## src/avmm_pkg.sv

```systemverilog
`default_nettype none

package avmm_pkg;

    // Word address and data widths shared by every block in the subsystem
    localparam int ADDR_WIDTH = 8;
    localparam int DATA_WIDTH = 32;
    localparam int BE_WIDTH = DATA_WIDTH / 8;

    // Default register slice depth for the request and response paths
    localparam int N_REG_STAGES = 1;
    // Waitrequest travels through its own shift register of this length
    localparam int N_WAITREQUEST_STAGES = N_REG_STAGES;

    // Command queue inside the memory slave
    localparam int MEM_FIFO_DEPTH = 8;
    localparam int MEM_PTR_WIDTH = $clog2(MEM_FIFO_DEPTH);
    // Slots still free when waitrequest rises
    // Covers the slice stages, the waitrequest delay and the register turnaround
    localparam int MEM_SLACK = N_REG_STAGES + N_WAITREQUEST_STAGES + 1;

    // Read-return order queue inside the arbiter
    localparam int RD_ORDER_DEPTH = 8;
    localparam int RD_ORDER_PTR_WIDTH = $clog2(RD_ORDER_DEPTH);

    // Which master port owns a grant or an outstanding read
    typedef enum logic
    {
        PORT_A,
        PORT_B
    } arb_owner_e;

    // Opcode held in each memory FIFO entry
    typedef enum logic [1:0]
    {
        CMD_NONE,
        CMD_READ,
        CMD_WRITE
    } mem_cmd_e;

endpackage

`default_nettype wire

```

## src/avmm_reg_slice.sv

```systemverilog
`default_nettype none

module avmm_reg_slice import avmm_pkg::*;
#(
    parameter int N_STAGES    = N_REG_STAGES,
    parameter int N_WR_STAGES = N_WAITREQUEST_STAGES
)
(
    input  logic                  mem_slave,
    input  logic                  rst_n,
    input  logic [ADDR_WIDTH-1:0] up_address,
    input  logic                  up_read,
    input  logic                  up_write,
    input  logic [DATA_WIDTH-1:0] up_writedata,
    input  logic [BE_WIDTH-1:0]   up_byteenable,
    output logic                  up_waitrequest,
    output logic [DATA_WIDTH-1:0] up_readdata,
    output logic                  up_readdatavalid,
    output logic [ADDR_WIDTH-1:0] dn_address,
    output logic                  dn_read,
    output logic                  dn_write,
    output logic [DATA_WIDTH-1:0] dn_writedata,
    output logic [BE_WIDTH-1:0]   dn_byteenable,
    input  logic                  dn_waitrequest,
    input  logic [DATA_WIDTH-1:0] dn_readdata,
    input  logic                  dn_readdatavalid
);

    generate
        if (N_STAGES == 0)
        begin : g_wires
            assign dn_address       = up_address;
            assign dn_read          = up_read;
            assign dn_write         = up_write;
            assign dn_writedata     = up_writedata;
            assign dn_byteenable    = up_byteenable;
            assign up_waitrequest   = dn_waitrequest;
            assign up_readdata      = dn_readdata;
            assign up_readdatavalid = dn_readdatavalid;
        end
        else
        begin : g_regs
            // Stage 1 is nearest the upstream side and the last stage drives downstream
            logic [ADDR_WIDTH-1:0] req_address   [1:N_STAGES];
            logic [DATA_WIDTH-1:0] req_writedata [1:N_STAGES];
            logic [BE_WIDTH-1:0]   req_byteenable[1:N_STAGES];
            logic [N_STAGES:1]     req_read;
            logic [N_STAGES:1]     req_write;
            logic [DATA_WIDTH-1:0] rsp_readdata  [1:N_STAGES];
            logic [N_STAGES:1]     rsp_valid;
            // Downstream waitrequest enters at bit 1
            logic [N_WR_STAGES:1]  wr_pipe;

            // Upstream sees the delayed waitrequest as an almost-full flag
            assign up_waitrequest = wr_pipe[N_WR_STAGES];

            always_ff @(posedge mem_slave)
            begin
                // Payload moves every cycle and its valid bit decides whether it counts
                req_address[1]    <= up_address;
                req_writedata[1]  <= up_writedata;
                req_byteenable[1] <= up_byteenable;
                rsp_readdata[1]   <= dn_readdata;
                for (int k = 2; k <= N_STAGES; k++)
                begin
                    req_address[k]    <= req_address[k-1];
                    req_writedata[k]  <= req_writedata[k-1];
                    req_byteenable[k] <= req_byteenable[k-1];
                    rsp_readdata[k]   <= rsp_readdata[k-1];
                end

                if (!rst_n)
                begin
                    req_read  <= '0;
                    req_write <= '0;
                    rsp_valid <= '0;
                    // Upstream stays stalled until real waitrequest values shift through
                    wr_pipe   <= '1;
                end
                else
                begin
                    // Requests are taken blindly unless the delayed flag says stop
                    req_read  <= N_STAGES'({req_read, up_read && !up_waitrequest});
                    req_write <= N_STAGES'({req_write, up_write && !up_waitrequest});
                    rsp_valid <= N_STAGES'({rsp_valid, dn_readdatavalid});
                    wr_pipe   <= N_WR_STAGES'({wr_pipe, dn_waitrequest});
                end
            end

            assign dn_address       = req_address[N_STAGES];
            assign dn_read          = req_read[N_STAGES];
            assign dn_write         = req_write[N_STAGES];
            assign dn_writedata     = req_writedata[N_STAGES];
            assign dn_byteenable    = req_byteenable[N_STAGES];
            assign up_readdata      = rsp_readdata[N_STAGES];
            assign up_readdatavalid = rsp_valid[N_STAGES];
        end
    endgenerate

endmodule

`default_nettype wire

```

## config.mk

```make
export PLATFORM = sky130hd
export DESIGN_NAME = avmm_reg_slice
export DESIGN_NICKNAME = d
export VERILOG_FILES = /design/src/avmm_pkg.sv /design/src/avmm_reg_slice.sv
export SDC_FILE = /design/constraint.sdc
export NUM_CORES = 1
export LEC_CHECK = 0
export ABC_AREA = 0
export BUFFER_PORTS_ARGS = -buffer_cell sky130_fd_sc_hd__buf_4
export CORE_MARGIN = 1
export CORE_UTILIZATION = 34
export CTS_BUF_LIST = sky130_fd_sc_hd__clkbuf_16
export CTS_CLUSTER_SIZE = 24
export DETAILED_ROUTE_END_ITERATION = 8
export GPL_ROUTABILITY_DRIVEN = 1
export PLACE_DENSITY = 0.88
export SLEW_MARGIN = 20
export SYNTH_ARGS = -nofsm -noshare
export SYNTH_HDL_FRONTEND = slang
export SYNTH_SLANG_ARGS = --single-unit
```

## constraint.sdc

```tcl
create_clock -name mem_slave -period 0.8 [get_ports mem_slave]
set_input_delay 0.08 -clock mem_slave [delete_from_list [all_inputs] [get_ports mem_slave]]
set_output_delay 0.08 -clock mem_slave [all_outputs]
set_load 0.005 [all_outputs]
```

==> results.py, run 1 <==
metrics = {
    "synthesis": {
        "ys_seq_area_share_pct": 98.1,
        "synth.lib_cells_used.distinct": 4,
        "syn-mean-instance-area_um2": 19.4,
        "synth-seq-cells": 80,
        "synthesis.instances": 84,
        "synth_largest_area_cell": "sky130_fd_sc_hd__dfxtp_1",
        "post_synth_instance_area_um2": 1630,
        "synth.yosys.warnings": 0,
        "synth_top_area_share_pct": 98.1,
        "synth.area.top_cells": "sky130_fd_sc_hd__dfxtp_1, sky130_fd_sc_hd__and3b_1, sky130_fd_sc_hd__and2_2",
        "synth.net_count": 166,
    },
    "global_routing": {
        "gr-usage-all-layers_pct": 63.7,
        "grt_start_max_net_pins": 13,
        "grt_antenna_before_repair": 3,
        "grt-ovfl-total": 10,
    },
    "die": {
        "std_cell_rows": 24,
        "io_pins": 162,
        "die-width_um": 71.3,
        "initial_core_util_pct": 36.5,
        "fp.dieH_um": 71.3,
    },
    "sta": {
        "timing.repair.worst_endpoint_type": "primary output",
        "worstEndpointGrtRepair": "up_readdata[14]",
    },
    "clock_tree": {
        "number_of_buffers_added_by_the_clock_tree_synthesis_step": 9,
        "max-clock-path-buffers": 2,
        "clock_root_buffer": "sky130_fd_sc_hd__clkbuf_16",
        "clock_sink_count": 80,
        "htree_levels": 3,
    },
    "outcome": {
        "failed_stage": "global routing (5_1_grt)",
        "tool.error": "[ERROR GRT-0232] Routing congestion too high. Check the congestion heatmap in the GUI.",
        "status": "stopped before the end",
    },
    "placement": {
        "gp_congestion": 0.710,
        "numPortBuffers": 161,
        "post-place-cells": 297,
    },
}
[cell families after synthesis]
kind of cell     Yosys count  synth area share, %
flip-flops                80                 98.1
AND/OR/NAND/NOR            4                 1.92
[per-layer routing]
layer / GRT usage (%) / GRT overflow
met1: 57.5 / 0
met2: 88.9 / 1
met3: 40.4 / 0
met4: 77.1 / 9
met5: 0 / 0
[synth_stat cells]
| cell type | n |
|---|---|
| sky130_fd_sc_hd__and2_2 | 1 |
| sky130_fd_sc_hd__and3b_1 | 2 |
| sky130_fd_sc_hd__dfxtp_1 | 80 |
| sky130_fd_sc_hd__nand2b_1 | 1 |
[through the flow]
stage / setup WS (ns) / cell area [um2]
CTS: -0.0315 / 4110
detailed placement: 0.180 / 2910
global placement: 0.206 / 2910
floorplan: 0.194 / 1630
[timing repair]
| action | in CTS |
|---|---|
| endpoints found under the hold margin | 79 |
| endpoints found under the setup margin | 80 |
| hold buffers | 80 |
| buffers inserted | 1 |
| gates resized for setup | 42 |
==> run 2, diff against run 1 <==
CORE_UTILIZATION = 30   (was 34)
CTS_BUF_LIST = unset   (was sky130_fd_sc_hd__clkbuf_16)
CTS_CLUSTER_SIZE = unset   (was 24)
PLACE_DENSITY = unset   (was 0.88)
PLACE_DENSITY_LB_ADDON = 0.15   (was unset)
==> results.py, run 2 <==
metrics = {
    "outcome": {
        "status": "complete, but fails checks",
        "violations": "setup timing",
    },
    "placement": {
        "place_worst_setup_slack_ns": 0.186,
        "numPortBuffers": 161,
        "post-place-cells": 315,
        "gp_congestion": 0.650,
    },
    "die": {
        "initial_core_util_pct": 31.6,
        "die-width_um": 75.8,
        "core_um2": 5170,
        "die-area_um2": 5740,
        "io_pins": 162,
        "fp.dieH_um": 75.8,
        "std_cell_rows": 26,
    },
    "synthesis": {
        "syn-mean-instance-area_um2": 19.4,
        "synth_top_family_by_area": "simple AND/OR/NAND/NOR gates",
        "synth_most_common_cell": "sky130_fd_sc_hd__dfxtp_1",
        "synth-seq-cells": 80,
        "synth.lib_cells_used.distinct": 4,
        "synth.area.top_cells": "sky130_fd_sc_hd__dfxtp_1, sky130_fd_sc_hd__and3b_1, sky130_fd_sc_hd__and2_2",
        "yosys-top-cells-count": "sky130_fd_sc_hd__dfxtp_1, sky130_fd_sc_hd__and3b_1, sky130_fd_sc_hd__and2_2, sky130_fd_sc_hd__nand2b_1",
        "synth_enable_flop_cells": 0,
        "ys_dominant_reg_cell": "sky130_fd_sc_hd__dfxtp_1",
        "synthesis.instances": 84,
        "synth.net_count": 166,
        "post_synth_and_or_nand_nor_area_fraction_pct": 1.92,
        "ys_seq_area_share_pct": 98.1,
        "post_synth_instance_area_um2": 1630,
        "async_s_r_ff_share_synth_pct": 0,
        "synth_xor_area_share_pct": 0,
        "synthAdderAreaFrac_pct": 0,
        "synth.yosys.warnings": 0,
        "synth-compound-area-share_pct": 0,
        "synth_top_area_share_pct": 98.1,
        "synth_largest_area_cell": "sky130_fd_sc_hd__dfxtp_1",
        "multiplexer_share_of_the_synthesized_area_pct": 0,
    },
    "route": {
        "drt_pass1_iterations": 4,
        "vias_after_detailed_routing": 1623,
        "remaining_antenna_violation_count_after_routing": 0,
        "wl_per_cell_um": 15.5,
        "route.detailed.drc": 0,
        "initialDrtViolationCount": 26,
        "totalWireLength_um": 6380,
        "routed_via_density": 3.94,
    },
    "final_layout": {
        "layout.cells.most_common_list": "sky130_fd_sc_hd__buf_4, sky130_fd_sc_hd__dlygate4sd3_1, sky130_fd_sc_hd__buf_6, sky130_fd_sc_hd__dfxtp_2, sky130_fd_sc_hd__dfxtp_1",
        "diodes_inserted": 0,
        "layout_commonest_cell": "sky130_fd_sc_hd__buf_4",
        "area_added_between_synthesis_and_finish_pct": 163,
        "final_layout_size_suffix_gt1_share_pct": 69.3,
        "post_layout_nonfiller_instances": 412,
        "reg_top3": "g_regs.req_writedata (32), g_regs.rsp_readdata (32), g_regs.req_address (8)",
        "finish.net_count": 419,
    },
    "critical_path": {
        "count_of_buffering_cells_on_the_critical_path_with_inverters_included": 1,
        "end_kind": "output port",
        "critPathRequiredTime_ns": 0.72,
        "critPathTopFamily": "flip-flops",
        "crit_fanout": 1,
        "crit_path_cell_trace": "buf_6",
        "worstSetupStartpointType": "flop",
        "worst-endpoint-arrival_ns": 0.81,
        "criticalPathCategory": "flop to output port",
        "crit_slowest_cell": "sky130_fd_sc_hd__dfxtp_1",
        "max_stage_delay_ns": 0.36,
    },
    "pwr": {
        "power.density_cell_area_nw_per_um2": 2020,
        "peakVddDrop_v": 0.00140,
        "p_leak_nw": 2.00,
    },
    "min_path": {
        "path_class_of_the_lowest_slack_min_delay_path": "input pin to flop",
    },
    "clock_tree": {
        "clkSlewWorstSetupHoldPaths_ns": 0.09,
        "clock_root_buffer": "sky130_fd_sc_hd__clkbuf_8",
        "cts_post_setup_buffers_inserted": 0,
        "max-clock-path-buffers": 2,
        "clock_sink_count": 80,
        "number_of_buffers_added_by_the_clock_tree_synthesis_step": 9,
        "worst_skew_pair.late_latency_ns": 0.33,
        "htree_levels": 3,
        "cts_tree": "done",
    },
    "global_routing": {
        "grt_pass1_vias": 1642,
        "global_route_wire_length_before_repair_um": 7330,
        "grt_start_max_net_pins": 15,
        "gr-usage-all-layers_pct": 18.6,
        "grt-ovfl-total": 0,
        "grt_antenna_before_repair": 0,
    },
    "sta": {
        "setup_viol": 80,
        "final_min_period_over_clock_period_pct": 112,
        "final.setup.tns_ns": -3.87,
        "slew-limit-headroom_pct": 92.1,
        "final_period_minus_worst_setup_slack_ns": 0.894,
        "setup_slack_ns": -0.0943,
        "slew_violations": 0,
        "worst_slew_pin_slew_ns": 0.118,
        "clock_skew_ns": 0.000296,
        "setup_repair_after_global_routing_missed_its_margin": "true",
        "max_clock_freq_mhz": 1120,
        "hold_violations": 0,
    },
    "run": {
        "max_cap_violations": 0,
    },
}
==> run 2: cell counts after synthesis <==
No cell type changed its count.
==> run 2: logic make-up after synthesis <==
group,Yosys count
simple gates,4
flops,80
==> run 2: area by class of cell <==
cell class	count	area (um2)
clock buffer	10	128
clock inverter	6	92.6
fill	256	882
multi-input combinational	4	31.3
sequential	80	1680
tap	70	87.6
timing repair buffer	242	2270
==> run 2: timing repair <==
| action | 4_1_cts | 5_1_grt |
|---|---|---|
| endpoints found under the setup margin | 80 | 80 |
| gates resized for setup | 27 | 101 |
| endpoints found under the hold margin | 80 | 0 |
| hold buffers | 81 | 0 |
==> run 2: path summary, 6_finish.rpt <==
check,start,end,slack (ns),depth (start not counted)
worst max-delay path,g_regs.req_address[1][2],dn_address[2],-0.09,1
worst min-delay path,up_writedata[3],g_regs.req_writedata[1][3],0.38,2
worst max register to register,up_waitrequest,dn_read,0.18,1
worst min register to register,up_waitrequest,dn_write,0.54,1
==> run 2: report_power, final <==
| group | switching (mW) | internal, mW |
|---|---|---|
| combinational | 0.266 | 0.852 |
| sequential | 0.0987 | 4.22 |
| clock | 1.46 | 1.77 |
==> run 2: routing by layer <==
layer	track usage [%]	part of all wire, %	wire length [um]
met1	14.2	30	1940
met2	37.2	59	3730
met3	6.48	7.8	498
met4	13.8	3.3	208
met5	0	0	0
==> run 2: metrics by stage <==
step                      util, %  hold slack (ns)  cell area (um2)  power (mW)
after floorplan                 -            0.108             1630        4.38
after global placement       56.6            0.184             2930        4.97
after detailed placement     56.6            0.185             2930        4.99
after CTS                    78.1            0.360             4040        8.55
after global routing         82.9            0.353             4290        9.06
final                        82.9            0.376             4290        8.68
Power figures use the tool's default switching activity.
