**src/avmm_pkg.sv**
```systemverilog
`default_nettype none

package avmm_pkg;

    // Word address and data widths shared by every block in the subsystem
    localparam int ADDR_WIDTH = 8;
    localparam int DATA_WIDTH = 32;
    localparam int BE_WIDTH = DATA_WIDTH / 8;

    // Default register slice depth for the request and response paths
    localparam int N_REG_STAGES = 1;
    // Waitrequest travels through its own shift register of this length
    localparam int N_WAITREQUEST_STAGES = N_REG_STAGES;

    // Command queue inside the memory slave
    localparam int MEM_FIFO_DEPTH = 8;
    localparam int MEM_PTR_WIDTH = $clog2(MEM_FIFO_DEPTH);
    // Slots still free when waitrequest rises
    // Covers the slice stages, the waitrequest delay and the register turnaround
    localparam int MEM_SLACK = N_REG_STAGES + N_WAITREQUEST_STAGES + 1;

    // Read-return order queue inside the arbiter
    localparam int RD_ORDER_DEPTH = 8;
    localparam int RD_ORDER_PTR_WIDTH = $clog2(RD_ORDER_DEPTH);

    // Which master port owns a grant or an outstanding read
    typedef enum logic
    {
        PORT_A,
        PORT_B
    } arb_owner_e;

    // Opcode held in each memory FIFO entry
    typedef enum logic [1:0]
    {
        CMD_NONE,
        CMD_READ,
        CMD_WRITE
    } mem_cmd_e;

endpackage

`default_nettype wire

```
**src/avmm_arbiter.sv**
```systemverilog
`default_nettype none

module avmm_arbiter import avmm_pkg::*;
(
    input  logic                  mem_slave,
    input  logic                  rst_n,
    input  logic [ADDR_WIDTH-1:0] a_address,
    input  logic                  a_read,
    input  logic                  a_write,
    input  logic [DATA_WIDTH-1:0] a_writedata,
    input  logic [BE_WIDTH-1:0]   a_byteenable,
    output logic                  a_waitrequest,
    output logic [DATA_WIDTH-1:0] a_readdata,
    output logic                  a_readdatavalid,
    input  logic [ADDR_WIDTH-1:0] b_address,
    input  logic                  b_read,
    input  logic                  b_write,
    input  logic [DATA_WIDTH-1:0] b_writedata,
    input  logic [BE_WIDTH-1:0]   b_byteenable,
    output logic                  b_waitrequest,
    output logic [DATA_WIDTH-1:0] b_readdata,
    output logic                  b_readdatavalid,
    output logic [ADDR_WIDTH-1:0] arb_address,
    output logic                  arb_read,
    output logic                  arb_write,
    output logic [DATA_WIDTH-1:0] arb_writedata,
    output logic [BE_WIDTH-1:0]   arb_byteenable,
    input  logic                  arb_waitrequest,
    input  logic [DATA_WIDTH-1:0] arb_readdata,
    input  logic                  arb_readdatavalid
);

    arb_owner_e                    last_owner;
    arb_owner_e                    grant;
    arb_owner_e                    ord_fifo [RD_ORDER_DEPTH];
    arb_owner_e                    ord_head;
    logic [RD_ORDER_PTR_WIDTH-1:0] ord_wr_ptr;
    logic [RD_ORDER_PTR_WIDTH-1:0] ord_rd_ptr;
    logic [RD_ORDER_PTR_WIDTH:0]   ord_count;
    logic                          ord_full;
    logic                          ord_push;
    logic                          ord_pop;
    logic                          a_elig;
    logic                          b_elig;

    assign ord_full = (ord_count == (RD_ORDER_PTR_WIDTH+1)'(RD_ORDER_DEPTH));

    // A read may only compete while its owner can still be recorded
    // Writes need no return slot and always compete
    assign a_elig = a_write || (a_read && !ord_full);
    assign b_elig = b_write || (b_read && !ord_full);

    // On a tie the port that did not win last time gets the bus
    always_comb
    begin
        if (a_elig && b_elig)
            grant = (last_owner == PORT_B) ? PORT_A : PORT_B;
        else if (b_elig)
            grant = PORT_B;
        else
            grant = PORT_A;
    end

    // The request path is purely combinational so both sides accept together
    always_comb
    begin
        if (grant == PORT_A)
        begin
            arb_address    = a_address;
            arb_read       = a_read && a_elig;
            arb_write      = a_write;
            arb_writedata  = a_writedata;
            arb_byteenable = a_byteenable;
        end
        else
        begin
            arb_address    = b_address;
            arb_read       = b_read && b_elig;
            arb_write      = b_write;
            arb_writedata  = b_writedata;
            arb_byteenable = b_byteenable;
        end
    end

    // A requesting port stalls when the other port won or its read has no return slot
    assign a_waitrequest = arb_waitrequest ||
                           ((a_read || a_write) && !(a_elig && grant == PORT_A));
    assign b_waitrequest = arb_waitrequest ||
                           ((b_read || b_write) && !(b_elig && grant == PORT_B));

    // Responses come back in issue order so the queue head names the owner
    assign ord_head = ord_fifo[ord_rd_ptr];
    assign ord_push = arb_read && !arb_waitrequest;
    assign ord_pop  = arb_readdatavalid;

    assign a_readdata      = arb_readdata;
    assign b_readdata      = arb_readdata;
    assign a_readdatavalid = arb_readdatavalid && (ord_head == PORT_A);
    assign b_readdatavalid = arb_readdatavalid && (ord_head == PORT_B);

    always_ff @(posedge mem_slave)
    begin
        if (!rst_n)
        begin
            // Port a wins the first tie after reset
            last_owner <= PORT_B;
            ord_wr_ptr <= '0;
            ord_rd_ptr <= '0;
            ord_count  <= '0;
        end
        else
        begin
            // Ownership only moves once the request is really taken
            if ((arb_read || arb_write) && !arb_waitrequest)
                last_owner <= grant;
            if (ord_push)
                ord_wr_ptr <= ord_wr_ptr + 1'b1;
            if (ord_pop)
                ord_rd_ptr <= ord_rd_ptr + 1'b1;
            if (ord_push && !ord_pop)
                ord_count <= ord_count + 1'b1;
            else if (ord_pop && !ord_push)
                ord_count <= ord_count - 1'b1;
        end
    end

    always_ff @(posedge mem_slave)
    begin
        if (ord_push)
            ord_fifo[ord_wr_ptr] <= grant;
    end

    // Every response downstream must match a read recorded here earlier
    a_rdv_has_owner: assert property (@(posedge mem_slave) disable iff (!rst_n)
        arb_readdatavalid |-> (ord_count != '0));

    // The merged request path carries one operation per cycle
    a_one_op: assert property (@(posedge mem_slave) disable iff (!rst_n)
        !(arb_read && arb_write));

endmodule

`default_nettype wire

```
**config.mk**
```make
export PLATFORM = sky130hd
export DESIGN_NAME = avmm_arbiter
export DESIGN_NICKNAME = d
export VERILOG_FILES = /design/src/avmm_pkg.sv /design/src/avmm_arbiter.sv
export SDC_FILE = /design/constraint.sdc
export NUM_CORES = 1
export LEC_CHECK = 0
export BUFFER_PORTS_ARGS = -buffer_cell sky130_fd_sc_hd__buf_4
export CORE_MARGIN = 10
export CORE_UTILIZATION = 37
export CTS_CLUSTER_SIZE = 12
export DETAILED_ROUTE_END_ITERATION = 6
export PLACE_DENSITY = 0.94
export SYNTH_ARGS = -nofsm -noshare
export SYNTH_HDL_FRONTEND = slang
export SYNTH_SLANG_ARGS = --single-unit
```
**constraint.sdc**
```tcl
create_clock -name mem_slave -period 3.1 [get_ports mem_slave]
set_clock_uncertainty 0.2 [all_clocks]
set_input_delay 0.155 -clock mem_slave [delete_from_list [all_inputs] [get_ports mem_slave]]
set_output_delay 0.155 -clock mem_slave [all_outputs]
set_load 0.02 [all_outputs]
```
==> results.txt, run 1 <==
The HPWL reported at the end of detailed placement came out at 6980 µm. The max-slew violation total from the final report is 0. The worst hold path belongs to the class input port to output port. The sequential share of the synthesized area came out at 0.218. The max-capacitance violation count is 0. The violation count after the first detailed-route iteration came out at 57.

The aggregate routed wire length came out at 7960 µm. The number of antenna repair diodes is 0. The floorplan die height came out at 100 µm. Of the available clock period, the critical path in the final layout requires 0.929.

In the synthesized netlist the dominant register cell turns out to be sky130_fd_sc_hd__dfxtp_1. The vias per cell came out at 4.92. By startpoint and endpoint, the worst setup path is classified as flop to flop. The clock slew at the register clock pins of the worst setup and hold paths came out at 0.08 ns. The later-pin clock latency in the skew report came out at 0.27 ns. The vias after detailed routing is 1937. In this run the power spent charging and discharging nets is 0.000489 W. The worst-case headroom to the max-slew limit came out at 0.693. The reported leakage power is 1.56 nW. The root buffer cell chosen for the clock tree is sky130_fd_sc_hd__clkbuf_8. For this design the ratio of total power to cell area is 454 nW/µm².

The setup total negative slack is 0 ns. On the worst path, the slowest cell contributes a delay of 0.50 ns. TritonCTS built the clock tree. The number of iterations in the first detailed-routing pass is 4. The global-route wire length before repair came out at 11500 µm. The fraction of registers with async set/reset is 0. The endpoint type of the worst setup path is a flop. The via count of the first global-routing pass is 2074.

The synthesized area per cell is 10.3 µm². The number of antenna violations at the first check in global routing came out at 0. The maximum VDD drop is 0.416 mV. After synthesis the netlist holds a flip-flop and latch count of 22. Among all stages on the critical path, the largest delay is contributed by sky130_fd_sc_hd__or3b_2. Entering global routing, the biggest net connects 53 pins. The routability-driven placement congestion ratio is 0.863. The switching portion of total power came out at 0.344. The netlist area before placement is 2390 µm².

The overall overflow remaining after global route came out at 0. The count of endpoints failing hold in the final timing report is 0. Setup repair after global routing left no endpoint under its margin.

The internal power summed over all cells came out at 0.000934 W. Counting I/O delays and the setup requirement, the final critical path takes 2.88 ns. The die span in x is 100 µm. The area growth from synthesis to layout came out at 30.9%. The share of total power dissipated in sequential elements is 0.256. The timing-limited maximum frequency is 347 MHz. The number of distinct library cells after synthesis is 42. The starting density of the core came out at 0.379. The post-cts resize count is 0. The share of total power in combinational logic is 0.556. The worst hold margin came out at 0.110 ns. The floorplan has 29 rows. The share of Yosys cell area claimed by the top area cell type came out at 0.238.

The number of cells produced by synthesis came out at 232. In the final layout, the share of cells above drive strength 1 is 0.650. The Yosys warning count came out at 0. The slew at the pin closest to its max-slew limit is 0.456 ns. The area of the core is 6310 µm². Counting the buffers created by CTS gives 3. In this run the number of H-tree levels came out at 1. The count of final setup violators came out at 0.

The residual DRC count came out at 0. The worst setup path is launched from a flop. The top cell type by total area after synthesis is sky130_fd_sc_hd__mux2_4. The run finished with clean final reports.

The wire length per cell is 20.2 µm. No sink is reached through more buffers than the 2 on the longest clock path. The number of synthesized flops with an enable pin is 8.

For this run, the total global-route usage over all layers was measured as 0.143. The count of antenna-violating nets left after detailed routing came out at 0. By area the synthesized netlist is led by sky130_fd_sc_hd__mux2_4, sky130_fd_sc_hd__buf_4, sky130_fd_sc_hd__dfxtp_1, sky130_fd_sc_hd__edfxtp_1, sky130_fd_sc_hd__buf_12.

For this design the top-level I/O count stands at 242. The required time at the endpoint of the critical path came out at 3.09 ns. Buffers placed on the I/O ports in this run total 145. The number of nets at the end of the flow is 452. Synthesis produced a netlist with a net count of 366. The maximum fanout count along the critical path is 7. The critical path goes through or3b_2, o211ai_1, nor2_1, ha_1, inv_1, ha_1, a21o_1, a21oi_1, mux2i_1, mux2i_1. The part of the total power dissipated in the clock network came out at 0.188. The endpoint arrival time on the critical path is 2.87 ns. The die outline area is 10100 µm². The total clock sinks is 22.
stage by stage:
step	area, µm²	util	power (W)	std cells	setup slack (ns)
final	3130	0.496	0.00142	394	0.220
after detailed placement	3020	0.478	0.00116	385	0.185
after floorplan	2390	-	0.00101	232	0.469
after CTS	3120	0.494	0.00143	392	0.118
after global routing	3130	0.496	0.00150	394	0.0633
after global placement	3020	0.478	0.00114	385	0.392
worst paths after layout:
path                                           startpoint                        end  cells past startpoint  slack, ns
worst max-delay path              last_owner$_SDFFE_PN1P_  ord_count[3]$_SDFFE_PN0P_                     10       0.22
worst min-delay path                      arb_readdata[6]              a_readdata[6]                      0       0.11
worst max register to register    last_owner$_SDFFE_PN1P_  ord_count[3]$_SDFFE_PN0P_                     10       0.22
worst min register to register  ord_count[3]$_SDFFE_PN0P_  ord_count[3]$_SDFFE_PN0P_                      2       0.31
final cells by class:
cell class / count / area, µm²
Fill cell: 576 / 3180
Multi-Input combinational cell: 130 / 1250
Timing Repair Buffer: 152 / 1160
Sequential cell: 22 / 520
Tap cell: 77 / 96.3
Clock buffer: 3 / 41.3
Inverter: 9 / 33.8
Clock inverter: 1 / 30.0
layout by cell type, fill, tap and decap left out, types with 2 or more instances in the layout:
master,n
sky130_fd_sc_hd__dlygate4sd3_1,3
sky130_fd_sc_hd__a21oi_1,7
sky130_fd_sc_hd__nor2_1,18
sky130_fd_sc_hd__xor2_1,2
sky130_fd_sc_hd__inv_1,8
sky130_fd_sc_hd__nor3_1,7
sky130_fd_sc_hd__clkbuf_8,3
sky130_fd_sc_hd__or3b_2,2
sky130_fd_sc_hd__ha_1,5
sky130_fd_sc_hd__buf_4,148
sky130_fd_sc_hd__mux2_4,38
sky130_fd_sc_hd__edfxtp_1,8
sky130_fd_sc_hd__mux4_2,2
sky130_fd_sc_hd__mux2i_1,5
sky130_fd_sc_hd__dfxtp_1,14
sky130_fd_sc_hd__xnor2_1,2
sky130_fd_sc_hd__mux2_2,6
sky130_fd_sc_hd__nand2_1,6
sky130_fd_sc_hd__o21ai_0,5
sky130_fd_sc_hd__and3_1,5
critical path, delay by kind of cell, from the launching register on:
family,cells,cell delay [ns]
buffers and inverters,1,0.14
adders and majority gates,2,0.46
AOI/OAI and AO/OA,3,0.55
and+or+nand+nor,2,0.60
DFF,1,0.38
muxes,2,0.46
cells in the mapped netlist, types with 2 or more instances:
| master | n |
|---|---|
| sky130_fd_sc_hd__nor2_1 | 18 |
| sky130_fd_sc_hd__mux4_2 | 2 |
| sky130_fd_sc_hd__mux2_2 | 6 |
| sky130_fd_sc_hd__dfxtp_1 | 14 |
| sky130_fd_sc_hd__mux2_4 | 38 |
| sky130_fd_sc_hd__nand2_1 | 6 |
| sky130_fd_sc_hd__o21ai_0 | 5 |
| sky130_fd_sc_hd__buf_12 | 5 |
| sky130_fd_sc_hd__a21oi_1 | 7 |
| sky130_fd_sc_hd__nor3_1 | 7 |
| sky130_fd_sc_hd__xnor2_1 | 2 |
| sky130_fd_sc_hd__or3b_2 | 2 |
| sky130_fd_sc_hd__and3_1 | 5 |
| sky130_fd_sc_hd__xor2_1 | 2 |
| sky130_fd_sc_hd__edfxtp_1 | 8 |
| sky130_fd_sc_hd__mux2i_1 | 5 |
| sky130_fd_sc_hd__ha_1 | 5 |
| sky130_fd_sc_hd__buf_4 | 64 |
| sky130_fd_sc_hd__inv_1 | 8 |
power by group through the flow:
stage / Combinational [W] / Clock, W / Sequential [W]
after floorplan: 0.000650 / 0 / 0.000364
after global placement: 0.000767 / 0 / 0.000368
after detailed placement: 0.000788 / 0 / 0.000371
after CTS: 0.000797 / 0.000273 / 0.000364
after global routing: 0.000845 / 0.000286 / 0.000368
final: 0.000792 / 0.000267 / 0.000364
logic make-up (layout without fill, tap and decap cells):
family	after synthesis	after routing	synth area share
mux	51	51	0.306
compound gates	21	21	0.0591
fa+ha+maj	6	6	0.0345
flops	22	22	0.218
xor+xnor	4	4	0.0146
simple gates	48	48	0.107
buf+inv	80	165	0.260
per-layer routing:
metal	GRT usage	up-vias	share of wire
met2	0.276	140	0.54
met1	0.130	881	0.33
met3	0.0735	11	0.12
met5	0	-	0
li1	-	905	-
met4	0.0250	0	0.0090
what timing repair did:
item | CTS | global route
endpoints found under the hold margin | 2 | 0
hold buffers | 3 | 0
setup buffers | 0 | 2
setup endpoints to repair | 0 | 1
No activity file was read; power rests on OpenSTA's default activity.
==> run 2, diff against run 1 <==
- ABC_AREA: unset -> 1
- CORE_UTILIZATION: 37 -> 35
- PLACE_DENSITY: 0.94 -> 0.93
==> run 2 against run 1 <==
Net effect:
- wire length up 0.40%
- sequential share of layout area is 1.0 points higher
- largest cell class is now non-clock buffers
- largest power group unchanged
- count of clock-buffer cells in the layout stayed put
- sequential cell count unchanged
- via count grew 14%
- synthesized cell count rose by 50%
- final cell count is 27% higher
- highest routed layer unchanged
- worst hold slack about the same
- register-to-register slack gained 0.19 ns
- power grew 6.7%
- global-route usage increased by 0.37 points
- non-clock buffer count shrank 4
- critical endpoint unchanged
==> results.txt, run 2 <==
The power after layout came out at 0.00152 W. The max-slew violation total from the final report came to 0. The share of Yosys cell area claimed by the top area cell type is 0.268.

The flow ran to the end, and the final reports show no timing, DRC or antenna violations. Clock-pin slew was measured on the worst setup and hold paths at 0.08 ns. The maximum fanout count along the critical path is 16. The required time at the endpoint of the critical path came out at 3.06 ns.

The count of final setup violators is 0. The number of antenna repair diodes is 0. The reg2reg setup slack came out at 0.41 ns. After synthesis, the cell types taking the most area are sky130_fd_sc_hd__nand2_1, sky130_fd_sc_hd__buf_4, sky130_fd_sc_hd__dfxtp_1, sky130_fd_sc_hd__edfxtp_1, sky130_fd_sc_hd__nor2_1.

The routability-driven placement congestion ratio is 0.821. The TritonCTS clock tree is built. In this run the critical register-to-register path is launched from ord_count[1]$_SDFFE_PN0P_. In this run the vertical extent of the chip is 99.7 µm. The H-tree level count is 1. The number of synthesized flops with an enable pin came out at 8. Summed over all layers, the global routing overflow is 0. The finished layout cell area came out at 2950 µm². Leaving out fill and tap cells, the most frequent cells in the layout are sky130_fd_sc_hd__nand2_1, sky130_fd_sc_hd__buf_4, sky130_fd_sc_hd__nor2_1.

The later-pin clock latency in the skew report is 0.26 ns. The reported leakage power came out at 1.68 nW. The number of antenna violations at the first check in global routing came to 0. The clock passes through at most 2 buffers. The die span in x came out at 99.7 µm.

Among all cell types in the netlist, the one instantiated most often is sky130_fd_sc_hd__nand2_1. The commonest cells after synthesis are sky130_fd_sc_hd__nand2_1, sky130_fd_sc_hd__buf_4, sky130_fd_sc_hd__nor2_1, sky130_fd_sc_hd__inv_1, sky130_fd_sc_hd__dfxtp_1. When the netlist entered floorplanning its net count stood at 481. The instance count after placement with tap cells included came out at 493. Headroom to the max-slew limit came out at 0.673.

The master cell of the clock root buffer is sky130_fd_sc_hd__clkbuf_8. The number of nets at the end of the flow came out at 559. The maximum number of pins on one net before global-route repair is 55.

The layout has 570 filler cells. Synthesis produced a netlist whose cell count is 347. The slew at the pin closest to its max-slew limit is 0.490 ns.

The aggregate routed wire length came out at 7990 µm. The library cell used most frequently in the layout, excluding fill and tap cells, is sky130_fd_sc_hd__nand2_1. The critical path starts at ord_count[1]$_SDFFE_PN0P_. STA puts the critical path data arrival time at 2.65 ns. The maximum VDD drop is 0.272 mV. The HPWL reported at the end of detailed placement is 6900 µm. The flip-flop and latch count after synthesis is 22.

The path class of the lowest-slack min-delay path is input port to output port. The count of endpoints failing hold in the final timing report is 0. The cell area that synthesis handed to floorplanning was 2220 µm².

The area growth from synthesis to layout is 32.6%. Setup repair after global routing left no endpoint under its margin. The critical path ends at ord_count[3]$_SDFFE_PN0P_. The global-route wire length before repair is 12000 µm.

The number of cells on the worst reg-to-reg path is 16. For this block, the initial DRC count from the detailed router was 81. The starting density of the core came out at 0.367. The number of distinct library cells after synthesis came out at 29.

STA classifies the critical path endpoint as a flop. The count of antenna-violating nets left after detailed routing came out at 0. The setup total negative slack came out at 0 ns. The number of primary I/O pins is 242. The most used flip-flop cell after synthesis is sky130_fd_sc_hd__dfxtp_1. The residual DRC count came out at 0. The fraction of registers with async set/reset is 0.

The total clock sinks came out at 22. The vias after detailed routing came out at 2214. The vias per cell is 4.44. The final design utilization came out at 0.487. The timing-limited maximum frequency is 372 MHz.

The area of the core is 6060 µm². The largest total area in the synthesized netlist belongs to sky130_fd_sc_hd__nand2_1. The power density of the placed cells came out at 515 nW/µm². The via count of the first global-routing pass is 2313.

The share of post-route cells with drive strength above 1 is 0.387. The wire length per cell is 16.0 µm. The worst setup path is launched from a flop. The cell area after placement is 2860 µm².

The floorplan has 28 rows. The final critical path time including I/O delays and setup came out at 2.69 ns. The synthesized area per cell is 6.41 µm². The endpoint identified for the worst register-to-register timing path is ord_count[3]$_SDFFE_PN0P_. The all-layer global routing usage is 0.147. The Yosys warning count came out at 0.

The number of buffers added by the clock tree synthesis step came out at 3. For this run, the number of standard cells in the final layout without fillers is 499. In this run the tool buffered the top-level ports with 145 buffer cells. The max-capacitance violation count is 0. Once the clock tree was built, the setup fixing pass inserted 0 buffers. The worst hold path depth came out at 0. The final cycle utilization of the critical path came out at 0.868.

The critical path is of the flop to flop type. The first detailed-routing pass took 4 iterations. The die covers 9950 µm².

The sequential share of the synthesized area came out at 0.234.
==> run 2: cell count changes in the layout (fill, tap and decap cells not counted), sizes merged, moves of 3 or more <==
cell and delta:
nor2 +5, inv +11, and3 -5, nand2 +158, mux2i -4, o21ai +3, buf -3, nand3 +7
mux2 -44, a21oi -3
==> run 2: metal layers <==
metal	global-route usage	up-vias	wire, µm
met5	0	-	0
met4	0.0441	0	138
met3	0.0692	13	836
met2	0.253	98	4130
met1	0.154	948	2880
li1	-	1155	-
==> run 2: area by class of cell <==
type | instances | area (µm²) | share of cell area
Clock inverter | 1 | 30.0 | 0.0102
Inverter | 19 | 73.8 | 0.0250
Sequential cell | 22 | 520 | 0.176
Tap cell | 75 | 93.8 | 0.0318
Clock buffer | 3 | 41.3 | 0.0140
Multi-Input combinational cell | 231 | 1070 | 0.364
Timing Repair Buffer | 148 | 1120 | 0.378
==> run 2: metrics by stage <==
stage	hold slack [ns]	setup slack (ns)
detailed placement	0.110	0.456
global placement	0.110	0.550
finish	0.110	0.409
CTS	0.110	0.228
global route	0.110	0.124
floorplan	0.0391	0.604
==> run 2: cells by family after synthesis <==
family,after synthesis,share of synthesized area
AND/OR/NAND/NOR,205,0.389
flip-flops,22,0.234
adder cells (fa/ha/maj),6,0.0371
AO/OA/AOI/OAI,15,0.0371
buffers and inverters,94,0.283
multiplexers,1,0.00450
XOR/XNOR,4,0.0158
==> run 2: critical path, cell delays in order (launching register included) <==
cell and delay [ns]:
sky130_fd_sc_hd__dfxtp_1 0.36, sky130_fd_sc_hd__nor2_2 0.15, sky130_fd_sc_hd__nand3_2 0.14, sky130_fd_sc_hd__nand3_4 0.11
sky130_fd_sc_hd__nand3_2 0.12, sky130_fd_sc_hd__nand3_4 0.20, sky130_fd_sc_hd__inv_1 0.06, sky130_fd_sc_hd__ha_1 0.21
sky130_fd_sc_hd__inv_1 0.12, sky130_fd_sc_hd__ha_1 0.25, sky130_fd_sc_hd__nand2_1 0.07, sky130_fd_sc_hd__nand2_1 0.05
sky130_fd_sc_hd__a21oi_1 0.15, sky130_fd_sc_hd__o21ai_0 0.09, sky130_fd_sc_hd__a21o_1 0.17, sky130_fd_sc_hd__nor2_1 0.09
sky130_fd_sc_hd__nor2_1 0.05
==> run 2: worst min-delay path by stage <==
stage / start / endpoint / slack [ns]
CTS: arb_readdata[15] / a_readdata[15] / 0.11
detailed placement: arb_readdata[15] / a_readdata[15] / 0.11
floorplan: rst_n / last_owner$_SDFFE_PN1P_ / 0.04
finish: arb_readdata[14] / a_readdata[14] / 0.11
global placement: arb_readdata[15] / a_readdata[15] / 0.11
global route: arb_readdata[28] / b_readdata[28] / 0.11
==> run 2: power breakdown <==
group          total [W]  internal (W)  switching, W
logic           0.000886      0.000365      0.000521
clock network   0.000268      0.000172     0.0000954
registers       0.000364      0.000335     0.0000296
total            0.00152      0.000872      0.000646
==> run 2: timing repair <==
item,in CTS,in global routing
resized for setup,0,2
endpoints found under the setup margin,0,1
hold buffers,2,0
endpoints found under the hold margin,8,0
==> run 3, diff against run 2 <==
--- a/config.mk
+++ b/config.mk
@@ -14,2 +14,3 @@
 export PLACE_DENSITY = 0.93
+export RECOVER_POWER = 50
 export SYNTH_ARGS = -nofsm -noshare
--- a/constraint.sdc
+++ b/constraint.sdc
@@ -4,2 +4,2 @@
 set_output_delay 0.155 -clock mem_slave [all_outputs]
-set_load 0.02 [all_outputs]
+set_load 0.005 [all_outputs]
==> run 3 against run 2 <==
Net effect:
- maximum frequency decreased by 2.7%
- largest power group unchanged
- combinational power decreased by 19%
- sequential cell count unchanged
- critical path depth decreased by 6
- critical path type is now flop to output port
==> results.txt, run 3 (same netlist as run 2, synthesis figures left out) <==
The max-slew violation total from the final report was 0. The aggregate routed wire length came out at 7840 µm. In the final layout, the multi-input gates occupy 1070 µm². The max-capacitance violation count is 0.

The internal power of the cells totals 0.000864 W. The share of post-route cells with drive strength above 1 is 0.384. The launching point of the worst reg2reg path is ord_count[1]$_SDFFE_PN0P_.

The H-tree level count is 1. The maximum number of pins on one net before global-route repair is 55. The region available for standard cell placement spans 6060 µm².

The number of antenna violations at the first check in global routing came out at 1. The endpoint type of the worst setup path is an output port. The number of buffers added by the clock tree synthesis step is 3. The global-route wire length before repair is 11700 µm. In the layout the commonest cells are sky130_fd_sc_hd__nand2_1, sky130_fd_sc_hd__buf_4, sky130_fd_sc_hd__nor2_1. The number of standard-cell rows in the floorplan is 28. In this run the vertical extent of the chip is 99.7 µm.

The number of primary I/O pins is 242. The total clock sinks came out at 22. Detailed placement ended at an HPWL of 6840 µm. The count of endpoints failing hold in the final timing report is 0. The register cell area after layout came out at 520 µm². The setup path with the least slack is of type flop to output port.

The starting density of the core came out at 0.367. The later-pin clock latency in the skew report came out at 0.26 ns. The residual DRC count is 0. In the routed layout, each cell is associated on average with a via count of 4.49.

The number of cells on the worst reg-to-reg path is 17. Derived from the worst setup path, the maximum achievable clock frequency is 361 MHz. No sink is reached through more buffers than the 2 on the longest clock path. The number of inserted filler cells in the final layout is 566.

The cell with the largest stage delay on the worst path is sky130_fd_sc_hd__inv_2. The area growth from synthesis to layout is 32.5%. The number of iterations in the first detailed-routing pass is 4. Once the clock tree was built, the setup fixing pass inserted 0 buffers. After the last flow step, the layout net total stands at 559. Traced cell by cell, the critical path runs through nor2_2, nand2_1, nand2_1, nand2_2, nand2_4, buf_4, inv_2, o21ai_0, nand2_1, buf_4.

Subtracting the final worst setup slack from the clock period gives 2.77 ns. The worst hold path depth came out at 0. Leaving out fill and tap cells, the most frequent cell in the layout is sky130_fd_sc_hd__nand2_1. The share of total power dissipated in sequential elements is 0.271. The count of final setup violators is 0. The end point of the worst hold path is a_readdata[14]. The reg2reg setup slack came out at 0.41 ns. Dividing the detail-routed wire length by the instance count gives 15.7 µm. The endpoint arrival time on the critical path came out at 2.41 ns. Of all nets on the critical path, the largest fanout is 54. For this design the static power due to leakage is 1.67 nW. Broken down by cell family, the worst path's largest delay share belongs to buffers and inverters. For the pin with the worst max-slew slack, the measured transition is 0.782 ns. For this block, the via count after detailed routing is 2245. The critical path's most frequent cell is sky130_fd_sc_hd__nand2_1. The path class of the lowest-slack min-delay path is input port to output port. The flow ran to the end, and the final reports show no timing, DRC or antenna violations. The worst hold path begins at arb_readdata[14]. The share of total power in combinational logic came out at 0.535. The switching portion of total power is 0.360. The via count of the first global-routing pass is 2310.

The setup total negative slack came out at 0 ns. Before CTS, the worst setup slack after placement is 0.449 ns. Setup repair after global routing left no endpoint under its margin. The die span in x is 99.7 µm. The die outline area came out at 9950 µm². The least setup slack across all paths after layout is 0.333 ns.

The final cycle utilization of the critical path is 0.892. The worst-case IR drop observed on VDD is 0.245 mV. The switching power is 0.000486 W. The number of I/O port buffers came out at 145. The count of antenna-violating nets left after detailed routing is 0.

Across every metal layer, demand over resource in global routing totals 0.143. Together, buffers and inverters on the worst path number 3. The largest stage delay on the critical path is 0.43 ns.

The master cell of the clock root buffer is sky130_fd_sc_hd__clkbuf_8. TritonCTS built the clock tree. The share of total power dissipated in the clock network is 0.194.

In this run the tightest slew margin relative to its limit is 0.478. The worst register-to-register path ends at ord_count[3]$_SDFFE_PN0P_. The violation count after the first detailed-route iteration came out at 88.

The overall overflow remaining after global route is 0. The clock slew at the register clock pins of the worst setup and hold paths is 0.07 ns. Dividing total power by cell area gives a power density of 458 nW/µm². The nature of the critical path startpoint is a flop. Routability-driven placement finished with a final weighted congestion of 0.821. The required time at the endpoint of the critical path came out at 2.74 ns.
[run 3: worst max-delay path by stage]
stage	slack (ns)	cells after the start	start	end
finish	0.33	10	ord_count[1]$_SDFFE_PN0P_	a_waitrequest
global route	0.01	10	ord_count[1]$_SDFFE_PN0P_	a_waitrequest
CTS	0.29	9	ord_count[0]$_SDFFE_PN0P_	a_waitrequest
detailed placement	0.45	16	ord_count[1]$_SDFFE_PN0P_	ord_count[3]$_SDFFE_PN0P_
global placement	0.55	16	ord_count[1]$_SDFFE_PN0P_	ord_count[3]$_SDFFE_PN0P_
floorplan	0.60	18	ord_count[1]$_SDFFE_PN0P_	ord_count[3]$_SDFFE_PN0P_
[run 3: power groups by stage]
| stage | registers [W] | logic [W] | clock network, W |
|---|---|---|---|
| after detailed placement | 0.000372 | 0.000729 | 0 |
| after CTS | 0.000366 | 0.000735 | 0.000265 |
| final | 0.000366 | 0.000722 | 0.000262 |
| after global placement | 0.000369 | 0.000715 | 0 |
| after global routing | 0.000370 | 0.000818 | 0.000278 |
| after floorplan | 0.000365 | 0.000448 | 0 |
[run 3: layout make-up]
cell class                      count  area share
Antenna cell                        1    0.000849
Timing Repair Buffer              148       0.377
Tap cell                           75      0.0318
Inverter                           19      0.0242
Multi-Input combinational cell    231       0.365
Clock inverter                      1      0.0102
Clock buffer                        3      0.0140
Sequential cell                    22       0.177
[run 3: per-layer routing]
layer	up-vias	track usage	routed length, µm
met3	13	0.0706	888
li1	1156	-	-
met4	0	0.0540	120
met5	-	0	0
met1	974	0.144	2750
met2	102	0.249	4080
[run 3: repair_timing]
action / CTS / global route
hold buffers: 2 / 0
endpoints found under the hold margin: 7 / 0
resized for setup: 0 / 0
[run 3: per-stage QoR]
stage / util / cells / cell area (µm²) / power, W / hold WS, ns
floorplan: - / 347 / 2220 / 0.000814 / 0.0391
global placement: 0.471 / 493 / 2860 / 0.00108 / 0.110
detailed placement: 0.471 / 493 / 2860 / 0.00110 / 0.110
CTS: 0.486 / 499 / 2950 / 0.00137 / 0.110
global route: 0.486 / 500 / 2950 / 0.00147 / 0.110
finish: 0.486 / 500 / 2950 / 0.00135 / 0.110
